$ cat src/design/rv_consts.svh
// rv64 core constants for widths, memory size, queue depth and reset pc
`ifndef RV_CONSTS_SVH
`define RV_CONSTS_SVH

`define XLEN        64      // register width
`define ILEN        32      // instruction and memory word width
`define MEM_ADDR_W  12      // word address, 4096 words
`define QUEUE_DEPTH 4       // fetch queue entries and initial credits
`define RESET_PC    64'h0   // first fetch byte address
`define REG_ADDR_W  5       // register index width

`endif

$ cat src/design/rv_pkg.sv
// rv64 core types shared by fetch, queue and execute
`include "rv_consts.svh"

package rv_pkg;

    // major opcodes of the supported subset
    typedef enum logic [6:0] {
        OPC_OP     = 7'b0110011,
        OPC_OP_IMM = 7'b0010011,
        OPC_LUI    = 7'b0110111,
        OPC_LOAD   = 7'b0000011,
        OPC_STORE  = 7'b0100011,
        OPC_BRANCH = 7'b1100011,
        OPC_JAL    = 7'b1101111,
        OPC_SYSTEM = 7'b1110011
    } opcode_e;

    typedef enum logic [2:0] {
        ALU_ADD,
        ALU_SUB,
        ALU_AND,
        ALU_OR,
        ALU_XOR,
        ALU_LUI
    } alu_op_e;

    typedef struct packed {
        logic [`XLEN-1:0] pc;
        logic [`ILEN-1:0] instr;
    } fetch_pkt_t;

endpackage

$ cat src/design/mem_bus_if.sv
// memory bus between the masters, the arbiter and the unified memory
`timescale 1ns/100ps
`include "rv_consts.svh"

interface mem_bus_if;
    logic                   req;    // held until gnt
    logic                   we;
    logic [`MEM_ADDR_W-1:0] addr;   // word address
    logic [`ILEN-1:0]       wdata;
    logic                   gnt;
    logic                   rvalid; // one cycle after a granted read
    logic [`ILEN-1:0]       rdata;

    modport master (
        output req, we, addr, wdata,
        input  gnt, rvalid, rdata
    );

    modport slave (
        input  req, we, addr, wdata,
        output gnt, rvalid, rdata
    );
endinterface

$ cat src/design/exec_stage.sv
// serial decode, execute, memory access, branch resolution and commit
`timescale 1ns/100ps
`include "rv_consts.svh"

module exec_stage import rv_pkg::*; (
    input  logic                   clk,
    input  logic                   rst_n_i,
    input  logic                   deq_valid_i,
    input  fetch_pkt_t             deq_pkt_i,
    output logic                   deq_pop_o,
    mem_bus_if.master              bus,
    output logic [`REG_ADDR_W-1:0] rs1_addr_o,
    output logic [`REG_ADDR_W-1:0] rs2_addr_o,
    input  logic [`XLEN-1:0]       rs1_data_i,
    input  logic [`XLEN-1:0]       rs2_data_i,
    output logic                   wb_en_o,
    output logic [`REG_ADDR_W-1:0] wb_addr_o,
    output logic [`XLEN-1:0]       wb_data_o,
    output logic                   redirect_o,
    output logic [`XLEN-1:0]       redirect_pc_o,
    output logic                   commit_valid_o,
    output logic [`XLEN-1:0]       commit_pc_o,
    output logic [`REG_ADDR_W-1:0] commit_rd_o,
    output logic [`XLEN-1:0]       commit_data_o,
    output logic                   halted_o
);

    typedef enum logic [1:0] {ST_IDLE, ST_MEM, ST_LDRET, ST_HALT} state_e;

    state_e                 state_q;
    logic [`ILEN-1:0]       instr;
    logic [`XLEN-1:0]       pc;
    opcode_e                opc;
    logic [`REG_ADDR_W-1:0] rd;
    logic [2:0]             funct3;
    logic [`XLEN-1:0]       imm_i;
    logic [`XLEN-1:0]       imm_s;
    logic [`XLEN-1:0]       imm_b;
    logic [`XLEN-1:0]       imm_u;
    logic [`XLEN-1:0]       imm_j;
    alu_op_e                alu_op;
    logic [`XLEN-1:0]       op_b;
    logic [`XLEN-1:0]       alu_res;
    logic [`XLEN-1:0]       result;
    logic [`XLEN-1:0]       eff_addr;
    logic [`XLEN-1:0]       ld_data;
    logic                   take_br;
    logic                   writes_rd;
    logic                   is_mem;
    logic                   pop;
    logic                   mem_we_q;
    logic [`MEM_ADDR_W-1:0] mem_addr_q;
    logic [`ILEN-1:0]       mem_wdata_q;
    logic [`REG_ADDR_W-1:0] ld_rd_q;
    logic                   commit_valid_q;
    logic                   redirect_q;
    logic                   halted_q;
    logic [`XLEN-1:0]       commit_pc_q;
    logic [`REG_ADDR_W-1:0] commit_rd_q;
    logic [`XLEN-1:0]       commit_data_q;
    logic [`XLEN-1:0]       redirect_pc_q;

    assign instr      = deq_pkt_i.instr;
    assign pc         = deq_pkt_i.pc;
    assign opc        = opcode_e'(instr[6:0]);
    assign rd         = instr[11:7];
    assign funct3     = instr[14:12];
    assign rs1_addr_o = instr[19:15];
    assign rs2_addr_o = instr[24:20];

    assign imm_i = {{(`XLEN-12){instr[31]}}, instr[31:20]};
    assign imm_s = {{(`XLEN-12){instr[31]}}, instr[31:25], instr[11:7]};
    assign imm_b = {{(`XLEN-13){instr[31]}}, instr[31], instr[7], instr[30:25],
                    instr[11:8], 1'b0};
    assign imm_u = {{(`XLEN-32){instr[31]}}, instr[31:12], 12'b0};
    assign imm_j = {{(`XLEN-21){instr[31]}}, instr[31], instr[19:12], instr[20],
                    instr[30:21], 1'b0};

    always_comb begin
        alu_op = ALU_ADD;
        if (opc == OPC_LUI) begin
            alu_op = ALU_LUI;
        end else if (opc == OPC_OP || opc == OPC_OP_IMM) begin
            case (funct3)
                3'b000:  alu_op = (opc == OPC_OP && instr[30]) ? ALU_SUB : ALU_ADD;
                3'b100:  alu_op = ALU_XOR;
                3'b110:  alu_op = ALU_OR;
                3'b111:  alu_op = ALU_AND;
                default: alu_op = ALU_ADD;
            endcase
        end
    end

    assign op_b = (opc == OPC_OP) ? rs2_data_i : imm_i;

    always_comb begin
        case (alu_op)
            ALU_SUB: alu_res = rs1_data_i - op_b;
            ALU_AND: alu_res = rs1_data_i & op_b;
            ALU_OR:  alu_res = rs1_data_i | op_b;
            ALU_XOR: alu_res = rs1_data_i ^ op_b;
            ALU_LUI: alu_res = imm_u;
            default: alu_res = rs1_data_i + op_b;
        endcase
    end

    assign take_br   = (opc == OPC_BRANCH) && ((rs1_data_i == rs2_data_i) ^ funct3[0]);
    assign writes_rd = opc inside {OPC_OP, OPC_OP_IMM, OPC_LUI, OPC_JAL};
    assign is_mem    = (opc == OPC_LOAD) || (opc == OPC_STORE);
    assign result    = (opc == OPC_JAL) ? pc + 64'd4 : alu_res;   // link address
    assign eff_addr  = rs1_data_i + ((opc == OPC_STORE) ? imm_s : imm_i);
    assign ld_data   = {{(`XLEN-`ILEN){bus.rdata[`ILEN-1]}}, bus.rdata};

    // no pop while a redirect flushes the queue
    assign pop       = (state_q == ST_IDLE) && deq_valid_i && !redirect_q;
    assign deq_pop_o = pop;

    // write back one edge before commit so the next pop reads fresh data
    always_comb begin
        wb_en_o   = pop && writes_rd;
        wb_addr_o = rd;
        wb_data_o = result;
        if (state_q == ST_LDRET && bus.rvalid) begin
            wb_en_o   = 1'b1;
            wb_addr_o = ld_rd_q;
            wb_data_o = ld_data;
        end
    end

    assign bus.req   = (state_q == ST_MEM);
    assign bus.we    = mem_we_q;
    assign bus.addr  = mem_addr_q;
    assign bus.wdata = mem_wdata_q;

    always_ff @(posedge clk or negedge rst_n_i) begin
        if (!rst_n_i) begin
            state_q        <= ST_IDLE;
            commit_valid_q <= 1'b0;
            redirect_q     <= 1'b0;
            halted_q       <= 1'b0;
        end else begin
            commit_valid_q <= 1'b0;
            redirect_q     <= 1'b0;
            case (state_q)
                ST_IDLE: begin
                    if (pop) begin
                        commit_valid_q <= !is_mem;
                        redirect_q     <= take_br || (opc == OPC_JAL);
                        if (is_mem) begin
                            state_q <= ST_MEM;
                        end else if (opc == OPC_SYSTEM) begin
                            state_q <= ST_HALT;   // ebreak
                        end
                    end
                end
                ST_MEM: begin
                    if (bus.gnt) begin
                        commit_valid_q <= mem_we_q;   // stores retire on grant
                        state_q        <= mem_we_q ? ST_IDLE : ST_LDRET;
                    end
                end
                ST_LDRET: begin
                    if (bus.rvalid) begin
                        commit_valid_q <= 1'b1;
                        state_q        <= ST_IDLE;
                    end
                end
                default: halted_q <= 1'b1;   // raised after the ebreak commit
            endcase
        end
    end

    always_ff @(posedge clk) begin
        if (pop) begin
            commit_pc_q   <= pc;
            commit_rd_q   <= writes_rd ? rd : '0;
            commit_data_q <= (writes_rd && rd != '0) ? result : '0;
            redirect_pc_q <= (opc == OPC_JAL) ? pc + imm_j : pc + imm_b;
            ld_rd_q       <= rd;
            mem_we_q      <= (opc == OPC_STORE);
            mem_addr_q    <= eff_addr[`MEM_ADDR_W+1:2];
            mem_wdata_q   <= rs2_data_i[`ILEN-1:0];
        end
        if (state_q == ST_LDRET && bus.rvalid) begin
            commit_rd_q   <= ld_rd_q;
            commit_data_q <= (ld_rd_q != '0) ? ld_data : '0;
        end
    end

    assign redirect_o     = redirect_q;
    assign redirect_pc_o  = redirect_pc_q;
    assign commit_valid_o = commit_valid_q;
    assign commit_pc_o    = commit_pc_q;
    assign commit_rd_o    = commit_rd_q;
    assign commit_data_o  = commit_data_q;
    assign halted_o       = halted_q;

endmodule

$ cat src/flat_wrapper.sv
// flat-port wrapper written by rule: the top's interface ports become plain ports
module exec_stage_flat import rv_pkg::*;
  (clk, rst_n_i, deq_valid_i, deq_pkt_i, deq_pop_o, rs1_addr_o, rs2_addr_o, rs1_data_i, rs2_data_i, wb_en_o, wb_addr_o, wb_data_o, redirect_o, redirect_pc_o, commit_valid_o, commit_pc_o, commit_rd_o, commit_data_o, halted_o, bus_req, bus_we, bus_addr, bus_wdata, bus_gnt, bus_rvalid, bus_rdata);
  mem_bus_if bus_i ();
  input  logic clk;
  input  logic rst_n_i;
  input  logic deq_valid_i;
  input  fetch_pkt_t deq_pkt_i;
  output logic deq_pop_o;
  output logic [`REG_ADDR_W-1:0] rs1_addr_o;
  output logic [`REG_ADDR_W-1:0] rs2_addr_o;
  input  logic [`XLEN-1:0] rs1_data_i;
  input  logic [`XLEN-1:0] rs2_data_i;
  output logic wb_en_o;
  output logic [`REG_ADDR_W-1:0] wb_addr_o;
  output logic [`XLEN-1:0] wb_data_o;
  output logic redirect_o;
  output logic [`XLEN-1:0] redirect_pc_o;
  output logic commit_valid_o;
  output logic [`XLEN-1:0] commit_pc_o;
  output logic [`REG_ADDR_W-1:0] commit_rd_o;
  output logic [`XLEN-1:0] commit_data_o;
  output logic halted_o;
  output wire logic [$bits(bus_i.req)-1:0] bus_req;
  output wire logic [$bits(bus_i.we)-1:0] bus_we;
  output wire logic [$bits(bus_i.addr)-1:0] bus_addr;
  output wire logic [$bits(bus_i.wdata)-1:0] bus_wdata;
  input wire logic [$bits(bus_i.gnt)-1:0] bus_gnt;
  input wire logic [$bits(bus_i.rvalid)-1:0] bus_rvalid;
  input wire logic [$bits(bus_i.rdata)-1:0] bus_rdata;
  assign bus_req = bus_i.req;
  assign bus_we = bus_i.we;
  assign bus_addr = bus_i.addr;
  assign bus_wdata = bus_i.wdata;
  assign bus_i.gnt = bus_gnt;
  assign bus_i.rvalid = bus_rvalid;
  assign bus_i.rdata = bus_rdata;
  exec_stage u_core (.clk(clk), .rst_n_i(rst_n_i), .deq_valid_i(deq_valid_i), .deq_pkt_i(deq_pkt_i), .deq_pop_o(deq_pop_o), .bus(bus_i), .rs1_addr_o(rs1_addr_o), .rs2_addr_o(rs2_addr_o), .rs1_data_i(rs1_data_i), .rs2_data_i(rs2_data_i), .wb_en_o(wb_en_o), .wb_addr_o(wb_addr_o), .wb_data_o(wb_data_o), .redirect_o(redirect_o), .redirect_pc_o(redirect_pc_o), .commit_valid_o(commit_valid_o), .commit_pc_o(commit_pc_o), .commit_rd_o(commit_rd_o), .commit_data_o(commit_data_o), .halted_o(halted_o));
endmodule
$ cat config.mk
export PLATFORM = sky130hd
export DESIGN_NAME = exec_stage_flat
export DESIGN_NICKNAME = d
export VERILOG_FILES = /design/src/design/rv_pkg.sv /design/src/design/mem_bus_if.sv /design/src/design/exec_stage.sv /design/src/flat_wrapper.sv
export VERILOG_INCLUDE_DIRS = /design/src /design/src/design
export SDC_FILE = /design/constraint.sdc
export NUM_CORES = 1
export LEC_CHECK = 0
export BUFFER_PORTS_ARGS = -buffer_cell sky130_fd_sc_hd__buf_2
export CAP_MARGIN = 10
export CORE_ASPECT_RATIO = 0.7
export CORE_MARGIN = 2
export CORE_UTILIZATION = 35
export CTS_CLUSTER_SIZE = 10
export DETAILED_ROUTE_END_ITERATION = 10
export PLACE_DENSITY = 0.61
export SYNTH_ARGS = -nofsm -noshare
export SYNTH_HDL_FRONTEND = slang
export SYNTH_SLANG_ARGS = --single-unit
$ cat constraint.sdc
create_clock -name clk -period 6.3 [get_ports clk]
set_input_delay 0 -clock clk [delete_from_list [all_inputs] [get_ports clk]]
set_output_delay 0 -clock clk [all_outputs]
set_load 0.01 [all_outputs]
# After elaboration in Yosys (flattened, before gate mapping)

Cells that the tools add are included.

Add/subtract/negate cells: 6
Equal/unequal tests: 23
Multiplexer cells: 32
Bitwise operators: 4
Reduce and logical (&&, ||, !) cells: 21

Operator list:

| cell                    | number |
|---|---|
| $mux W64                | 8 |
| $pmux W64 S5            | 1 |
| $add A64 B64 Y64        | 3 |
| $add A64 B3 Y64 const B | 1 |
| $and A64 B64 Y64        | 1 |
| $eq A64 B64 Y1          | 1 |
| $or A64 B64 Y64         | 1 |
| $sub A64 B64 Y64        | 1 |
| $xor A64 B64 Y64        | 1 |
| $mux W5                 | 5 |
| $eq A7 B6 Y1 const B    | 3 |
| $eq A7 B7 Y1 const B    | 3 |
| $eq A3 B3 Y1 const B    | 5 |
| $add A14 B14 Y14        | 1 |
| $mux W2                 | 6 |
| $pmux W3 S4             | 1 |
| $reduce_bool A5 Y1      | 2 |
| $eq A7 B2 Y1 const B    | 1 |
| $eq A7 B5 Y1 const B    | 1 |
| $logic_and A1 B1 Y1     | 7 |
| $mux W1                 | 7 |
| $eq A3 B2 Y1 const B    | 2 |
| $mux W3                 | 2 |
| $pmux W2 S3             | 1 |
| 17 further kinds        | 21 |

Register bits: 252
Bits of input ports: 261
Output and inout port bits: 327
Logic and storage cells: 98

# Logic depth before layout (Yosys ltp)

Gate-level depths: netlist of the first run.

Word-level depth: 12
Gate-level depth with buffers: 32
Mapped depth without buffers: 26

# Worst setup path before layout of the first run

Ideal clock, no wire load.

Kind: input-to-reg
Start point: in deq_pkt_i[2] (netlist name)
End point: reg u_core.commit_data_q[62], in the netlist u_core.commit_data_o[62] (data pin)
Setup time: 274 ps
Arrival time: 5840 ps
Data required time: 6026 ps
Setup slack: 186 ps
Cell stages on the path: 29
Buffers on the path: 7
Cells stage by stage: and4bb_1 -> buf_4 -> and3_4 -> buf_6 -> buf_2 -> clkbuf_1 -> clkbuf_1 -> clkbuf_1 -> mux2i_1 -> ha_1 -> o211ai_2 -> a2111oi_4 -> and3_1 -> and3_1 -> nor2_1 -> xnor2_1 -> ha_1 -> clkbuf_1 -> and4_1 -> nor2b_1 -> nand3_1 -> nor3_1 -> o21ai_0 -> a311o_1 -> and3_1 -> o21a_1 -> a41o_1 -> o22ai_1 -> o21ai_0

Cells in the longest elaborated chain, start to end: 12
Elaborated cells between the ends (all ways): 28
Classes of those cells: add/sub (2); eq/ne (9); mux (10); bitwise (3); reduce/logical (4)

Ends and longest elaborated chain:

| element                                                  | line              | RTL |
|---|---|---|
| start: declaration                                       | flat_wrapper.sv:8 | `input fetch_pkt_t deq_pkt_i;` |
| branches (longest 9 deep; another with $add A64 B64 Y64) | --                |  |
| $mux W64 *                                               | exec_stage.sv:177 | `commit_data_q <= (writes_rd && rd != '0) ? result : '0;` |
| $mux W64 *                                               | exec_stage.sv:174 | `if (pop) begin` |
| $mux W64 *                                               | exec_stage.sv:184 | `if (state_q == ST_LDRET && bus.rvalid) begin` |
| end signal: assignment                                   | exec_stage.sv:177 |  |
| end signal: assignment                                   | exec_stage.sv:186 | `commit_data_q <= (ld_rd_q != '0) ? ld_data : '0;` |
| end: declaration                                         | exec_stage.sv:60  | `` logic [`XLEN-1:0] commit_data_q; `` |

Every way passes the cells marked *. The select of a mux whose other input is x is not followed.
A chain may end at the register's enable or synchronous reset.

# Worst setup path after layout of the first run

Start point: in rs2_data_i[4]
End point: out wb_data_o[63]

Cells in the longest elaborated chain, start to end: 5
Elaborated cells between the ends (all ways): 6
Classes of those cells: add/sub (2); mux (4)

Ends and longest elaborated chain:

| element                                                     | line                                | RTL |
|---|---|---|
| start: declaration                                          | flat_wrapper.sv:13                  | `` input logic [`XLEN-1:0] rs2_data_i; `` |
| $mux W64 *                                                  | exec_stage.sv:94                    | `assign op_b = (opc == OPC_OP) ? rs2_data_i : imm_i;` |
| $add A64 B64 Y64 / $sub A64 B64 Y64 (equally long branches) | exec_stage.sv:103, exec_stage.sv:98 |  |
| $pmux W64 S5 *                                              | exec_stage.sv:97                    | `case (alu_op)` |
| $mux W64 *                                                  | exec_stage.sv:110                   | `assign result = (opc == OPC_JAL) ? pc + 64'd4 : alu_res;` |
| $mux W64 *                                                  | exec_stage.sv:123                   | `if (state_q == ST_LDRET && bus.rvalid) begin` |
| end: declaration                                            | flat_wrapper.sv:16                  | `` output logic [`XLEN-1:0] wb_data_o; `` |

Every way passes the cells marked *; elsewhere a longest branch is shown, timed or not.

==> run metrics, run 1 <==
Die W=323 microns; drt initial violations=2891; LEAKAGE=13.7 nW; Post-synth EDFFs=246; clock sinks=251; cell-internal power=4.49 mW; CP Capture Type=output pin; core area=70100 sq um; HP Class=in2reg; total CTS buffers=30; #FFs+latches synth=251; clock buffer depth=3; row count=81; Initial Util=35.5%; Final WS setup=0.245 ns; first-pass iteration count of the detailed router=5; worst relative slew slack=28.9%; Crit Path Max Fanout=5; Final Setup Violations=0; RR Startpoint=u_core.state_q[0]$_DFFE_PN0P_; Synthesized Nets=3440; Overflow after GRT=0; Peak VDD IR=0.219 mV; clock power share=22.3%; Tcrit/Tclk final=96.1%; DRC viols=0; synth unique cells=87; H-Tree Depth=1; first-pass GRT wire length=164000 microns; worst slew pin tran=1.06 ns; Die Y=227 microns; Total Nets Final=4130; top post-synthesis cells by area=edfxtp_1, ha_1, xnor2_1; share of cells above drive strength 1=21.2%; Filler Cells Inserted=7038; Post-Syn Area per Cell=8.57 sq um; CTS tree=built; gr busiest metal=met2; CP max-delay cell=dlygate4sd3_1; Area growth syn-to-layout=26.4%; CP Launch Type=primary input; Sw Share=40.3%; DRT antenna net count=0; routed vias=26100; top_reg_cell synth=edfxtp_1; number of global-route vias before repair=24500; fmax=0.165 GHz; sequential power share=32.7%; clock root cell=clkbuf_16; placed cells=4362; grt met3 use=6.41%; Gate power share=45.0%; R2R cell count=10; Max Cap Violations=0; Final GP Congestion=1.02; status=complete, no violations; io pins=588; type of the worst setup path=in2out; clk_lat worst skew=0.61 ns; mean routed wirelength per cell=25.0 microns; overall power=7.52 mW; largest net degree at the start of global routing=69; Seq/Total Area, Yosys=30.2%; setup slack, reg-to-reg=2.71 ns; GR Util All Layers=30.0%; Fin. Hold Viols=0; Period minus WS final=6.06 ns; met1 usage=40.8%; top-count cell post-synth=nand2_1; CP startpoint=rs2_data_i[4]; pre-CTS setup slack=0.347 ns; Power per Cell Area=239 nW/um^2; CP dominant cell by count=o21ai_2; Synth top area share=29.7%; Yosys top cell by area=edfxtp_1; post-route insts no fill=4567; WL final=114000 microns; Port Buf Inserts=587; HPWL after DPL=89500 microns; crit path to=wb_data_o[63]; mapped cell area=24900 sq um; Vias per Instance=5.72; grt met2 use=48.3%; Critical Path AT=6.06 ns; fraction of registers with async set/reset=1.99%; CP peak stage delay=0.54 ns; switching power=3.03 mW; Reg2Reg Capture Point=u_core.state_q[1]$_DFFE_PN0P_; synthesized instance count=2905; antenna violations before repair=8; Slew Limit Fails=0; Core Util, Final=44.8%; Worst Path Required=6.30 ns; synth cell count leaders=nand2_1, ha_1, a21oi_1; Clock transition at path regs=0.05 ns; Synth Warn #=0; die area=73300 sq um; clk_skew=0.0270 ns
==> power by group through the flow <==
stage,sequential [mW],combinational [mW],clock [mW]
global placement,2.49,3.25,0
detailed placement,2.49,3.25,0
finish,2.46,3.38,1.68
CTS,2.46,3.35,1.72
global route,2.49,3.63,1.77
floorplan,2.72,1.55,0
==> layout make-up <==
cell class	count	area (sq um)	area share [%]
Tap cell	954	1190	3.80
Multi-Input combinational cell	2338	16200	51.7
Timing Repair Buffer	803	4940	15.7
Inverter	171	649	2.06
Clock buffer	43	810	2.57
Clock inverter	5	87.6	0.278
Sequential cell	251	7510	23.9
Antenna cell	2	5.00	0.0159
==> flip-flops by register name, summed over array words and instances, names as in the netlist <==
register               cells
u_core.redirect_pc_o      64
u_core.bus.addr           12
u_core.commit_data_o      64
u_core.commit_pc_o        63
u_core.bus.we              1
u_core.state_q             2
u_core.ld_rd_q             5
u_core.commit_rd_o         5
u_core.halted_o            1
u_core.bus.wdata          32
u_core.redirect_o          1
u_core.commit_valid_o      1
==> through the flow <==
stage | instance area [sq um] | hold slack, ns | TNS (ns)
final | 31500 | 0.0577 | 0
after global routing | 31400 | 0.0436 | -0.0191
after CTS | 31300 | 0.00316 | 0
after detailed placement | 28900 | -0.166 | 0
after global placement | 28900 | -0.170 | 0
after floorplan | 24900 | -0.296 | 0
==> critical path, delay by kind of cell <==
kind	cells	cell delay (ns)
xor gates and xnor gates	2	0.34
adders and majority gates	1	0.34
AOI/OAI and AO/OA	11	1.98
and+or+nand+nor	9	2.16
buffers and inverters	5	1.21
==> repair_timing <==
item / CTS / global route
endpoints found under the setup margin: 0 / 17
hold endpoints to repair: 173 / 0
buffers inserted: 0 / 6
resized for setup: 0 / 23
hold buffers: 149 / 0
==> cell usage in the layout (no fill, tap or decap), drive strengths merged, types with 89 or more instances in the layout <==
cell and n:
edfxtp 246, o21ai 235, ha 272, buf 654, a21oi 255, inv 170, xnor2 166, dlygate4sd3 149
nand2 284, a21o 89, nor2 175, xor2 138
==> layer usage <==
layer  routed length [microns]  part of all wire [%]
met1                     48500                    43
met2                     51500                    45
met3                     10900                   9.5
met4                      3170                   2.8
met5                        23                 0.020
==> cell families (layout without fill, tap and decap cells) <==
logic type      after synthesis  in the layout  synth area share [%]
simple gates                811            811                  15.7
fa+ha+maj                   274            274                  13.8
flops                       251            251                  30.2
buf+inv                     316           1022                  5.03
other cells                   0              2                     0
xor+xnor                    304            304                  10.7
compound gates              930            930                  23.8
mux                          19             19                 0.784
==> worst min path at each step <==
stage,start,endpoint,slack [ns],cells after the start
finish,rs1_data_i[5],u_core.bus.addr[3]$_DFFE_PP_,0.06,3
global route,rs1_data_i[5],u_core.bus.addr[3]$_DFFE_PP_,0.04,3
CTS,rs1_data_i[5],u_core.bus.addr[3]$_DFFE_PP_,0.003,3
detailed placement,rst_n_i,u_core.halted_o$_DFFE_PN0N_,-0.17,1
global placement,rst_n_i,u_core.halted_o$_DFFE_PN0N_,-0.17,1
floorplan,rst_n_i,u_core.commit_valid_o$_DFF_PN0_,-0.30,0
Note: power is estimated with default switching activity, not from simulation.
==> run 2, diff against run 1 <==
MAX_ROUTING_LAYER = met4   (was unset)
==> run metrics, run 2 (same netlist as run 1, synthesis figures left out) <==
clk_skew=0.0302 ns; Power per Cell Area=238 nW/um^2; mean routed wirelength per cell=24.8 microns; dpl cell area=29000 sq um; total CTS buffers=30; clock buffer depth=3; Area growth syn-to-layout=26.1%; drt initial violations=2915; Crit Path Max Fanout=7; Final GP Congestion=1.02; area of the multi-input gates=16200 sq um; Initial Util=35.5%; commonest non-fill, non-tap cell in the layout=buf_2; clock root cell=clkbuf_16; RSZ-0062 raised after global routing=true; HP Class=in2reg; die area=73300 sq um; row count=81; DRT antenna net count=1; Port Buf Inserts=587; Crit path depth=28; Final WS setup=0.318 ns; CP Capture Type=output pin; CP peak stage delay=0.53 ns; first-pass iteration count of the detailed router=7; number of global-route vias before repair=24300; Vias per Instance=5.69; core area=70100 sq um; Period minus WS final=5.98 ns; failing checks=antenna violations; Filler Cells Inserted=7035; Fin Setup TNS=0 ns; Worst Path Required=6.30 ns; post-route insts no fill=4572; H-Tree Depth=1; CP Launch Type=primary input; fmax=0.167 GHz; first-pass GRT wire length=161000 microns; R2R cell count=6; Fin. Hold Viols=0; largest net degree at the start of global routing=72; Die W=323 microns; GR Util All Layers=30.6%; hold path cells=3; Tcrit/Tclk final=95.0%; placed cells=4367; Slew Limit Fails=0; DRC viols=0; share of cells above drive strength 1=20.9%; CTS tree=built; clock sinks=251; Core Util, Final=44.7%; HPWL after DPL=89300 microns; Max Cap Violations=0; cell area after layout=31400 sq um; Die Y=227 microns; antenna violations before repair=4; Peak VDD IR=0.226 mV; clk_lat worst skew=0.62 ns; type of the worst setup path=in2out; FF/Latch Area=7510 sq um; routed vias=26000; status=finished, violations left; Final Setup Violations=0; pre-CTS setup slack=0.408 ns; worst hold slack=0.0447 ns; commonest cells after routing, fill and taps aside=buf_2, nand2_1, ha_1; Top delay family on crit path=compound AO/OA/AOI/OAI gates; overall power=7.46 mW; worst relative slew slack=23.7%; Buf/Inv on CP=5; Critical Path AT=5.98 ns; io pins=588; Total Nets Final=4129; worst slew pin tran=1.14 ns; CP max-delay cell=dlygate4sd3_1; Overflow after GRT=0; Clock transition at path regs=0.06 ns; LEAKAGE=13.7 nW; WL final=113000 microns
run 2: final cells by class:
type                            instances  area share, %
Antenna cell                            9         0.0718
Clock buffer                           43           2.62
Clock inverter                          4          0.160
Inverter                              171           2.07
Multi-Input combinational cell       2338           51.6
Sequential cell                       251           23.9
Tap cell                              954           3.81
Timing Repair Buffer                  802           15.7
run 2: power breakdown:
group	internal, mW	switching, mW	total (mW)
Clock	0.927	0.710	1.64
Sequential	2.36	0.107	2.47
Combinational	1.17	2.19	3.36
Total	4.45	3.01	7.46
run 2: what timing repair did:
item	CTS	global route
gates resized for setup	0	8
hold buffers	148	0
endpoints found under the hold margin	169	0
buffers inserted	0	1
setup endpoints to repair	0	12
run 2: final timing paths:
check	endpoint	start	slack, ns
min in group asynchronous	u_core.commit_valid_o$_DFF_PN0_	rst_n_i	0.41
worst min-delay path	u_core.bus.addr[1]$_DFFE_PP_	rs1_data_i[3]	0.04
worst min register to register	u_core.halted_o$_DFFE_PN0N_	u_core.halted_o$_DFFE_PN0N_	0.57
worst max-delay path	wb_data_o[59]	rs2_data_i[4]	0.32
worst max register to register	u_core.commit_pc_o[60]$_DFFE_PP_	u_core.state_q[1]$_DFFE_PN0P_	3.50
max in group asynchronous	u_core.state_q[1]$_DFFE_PN0P_	rst_n_i	5.64
run 2: worst reg2reg max path: stages (launching register included):
cell and delay (ns):
dfrtp_1 0.42, inv_1 0.12, ha_1 0.17, nand2_1 0.05, or2_2 0.39, inv_8 0.36, buf_4 0.83
run 2: layer usage:
layer | GRT usage [%] | share of wire (%) | up-vias
li1 | - | - | 12100
met1 | 40.4 | 42 | 12400
met2 | 48.3 | 45 | 1323
met3 | 5.91 | 9.7 | 139
met4 | 7.16 | 2.6 | 0
met5 | - | 0 | -
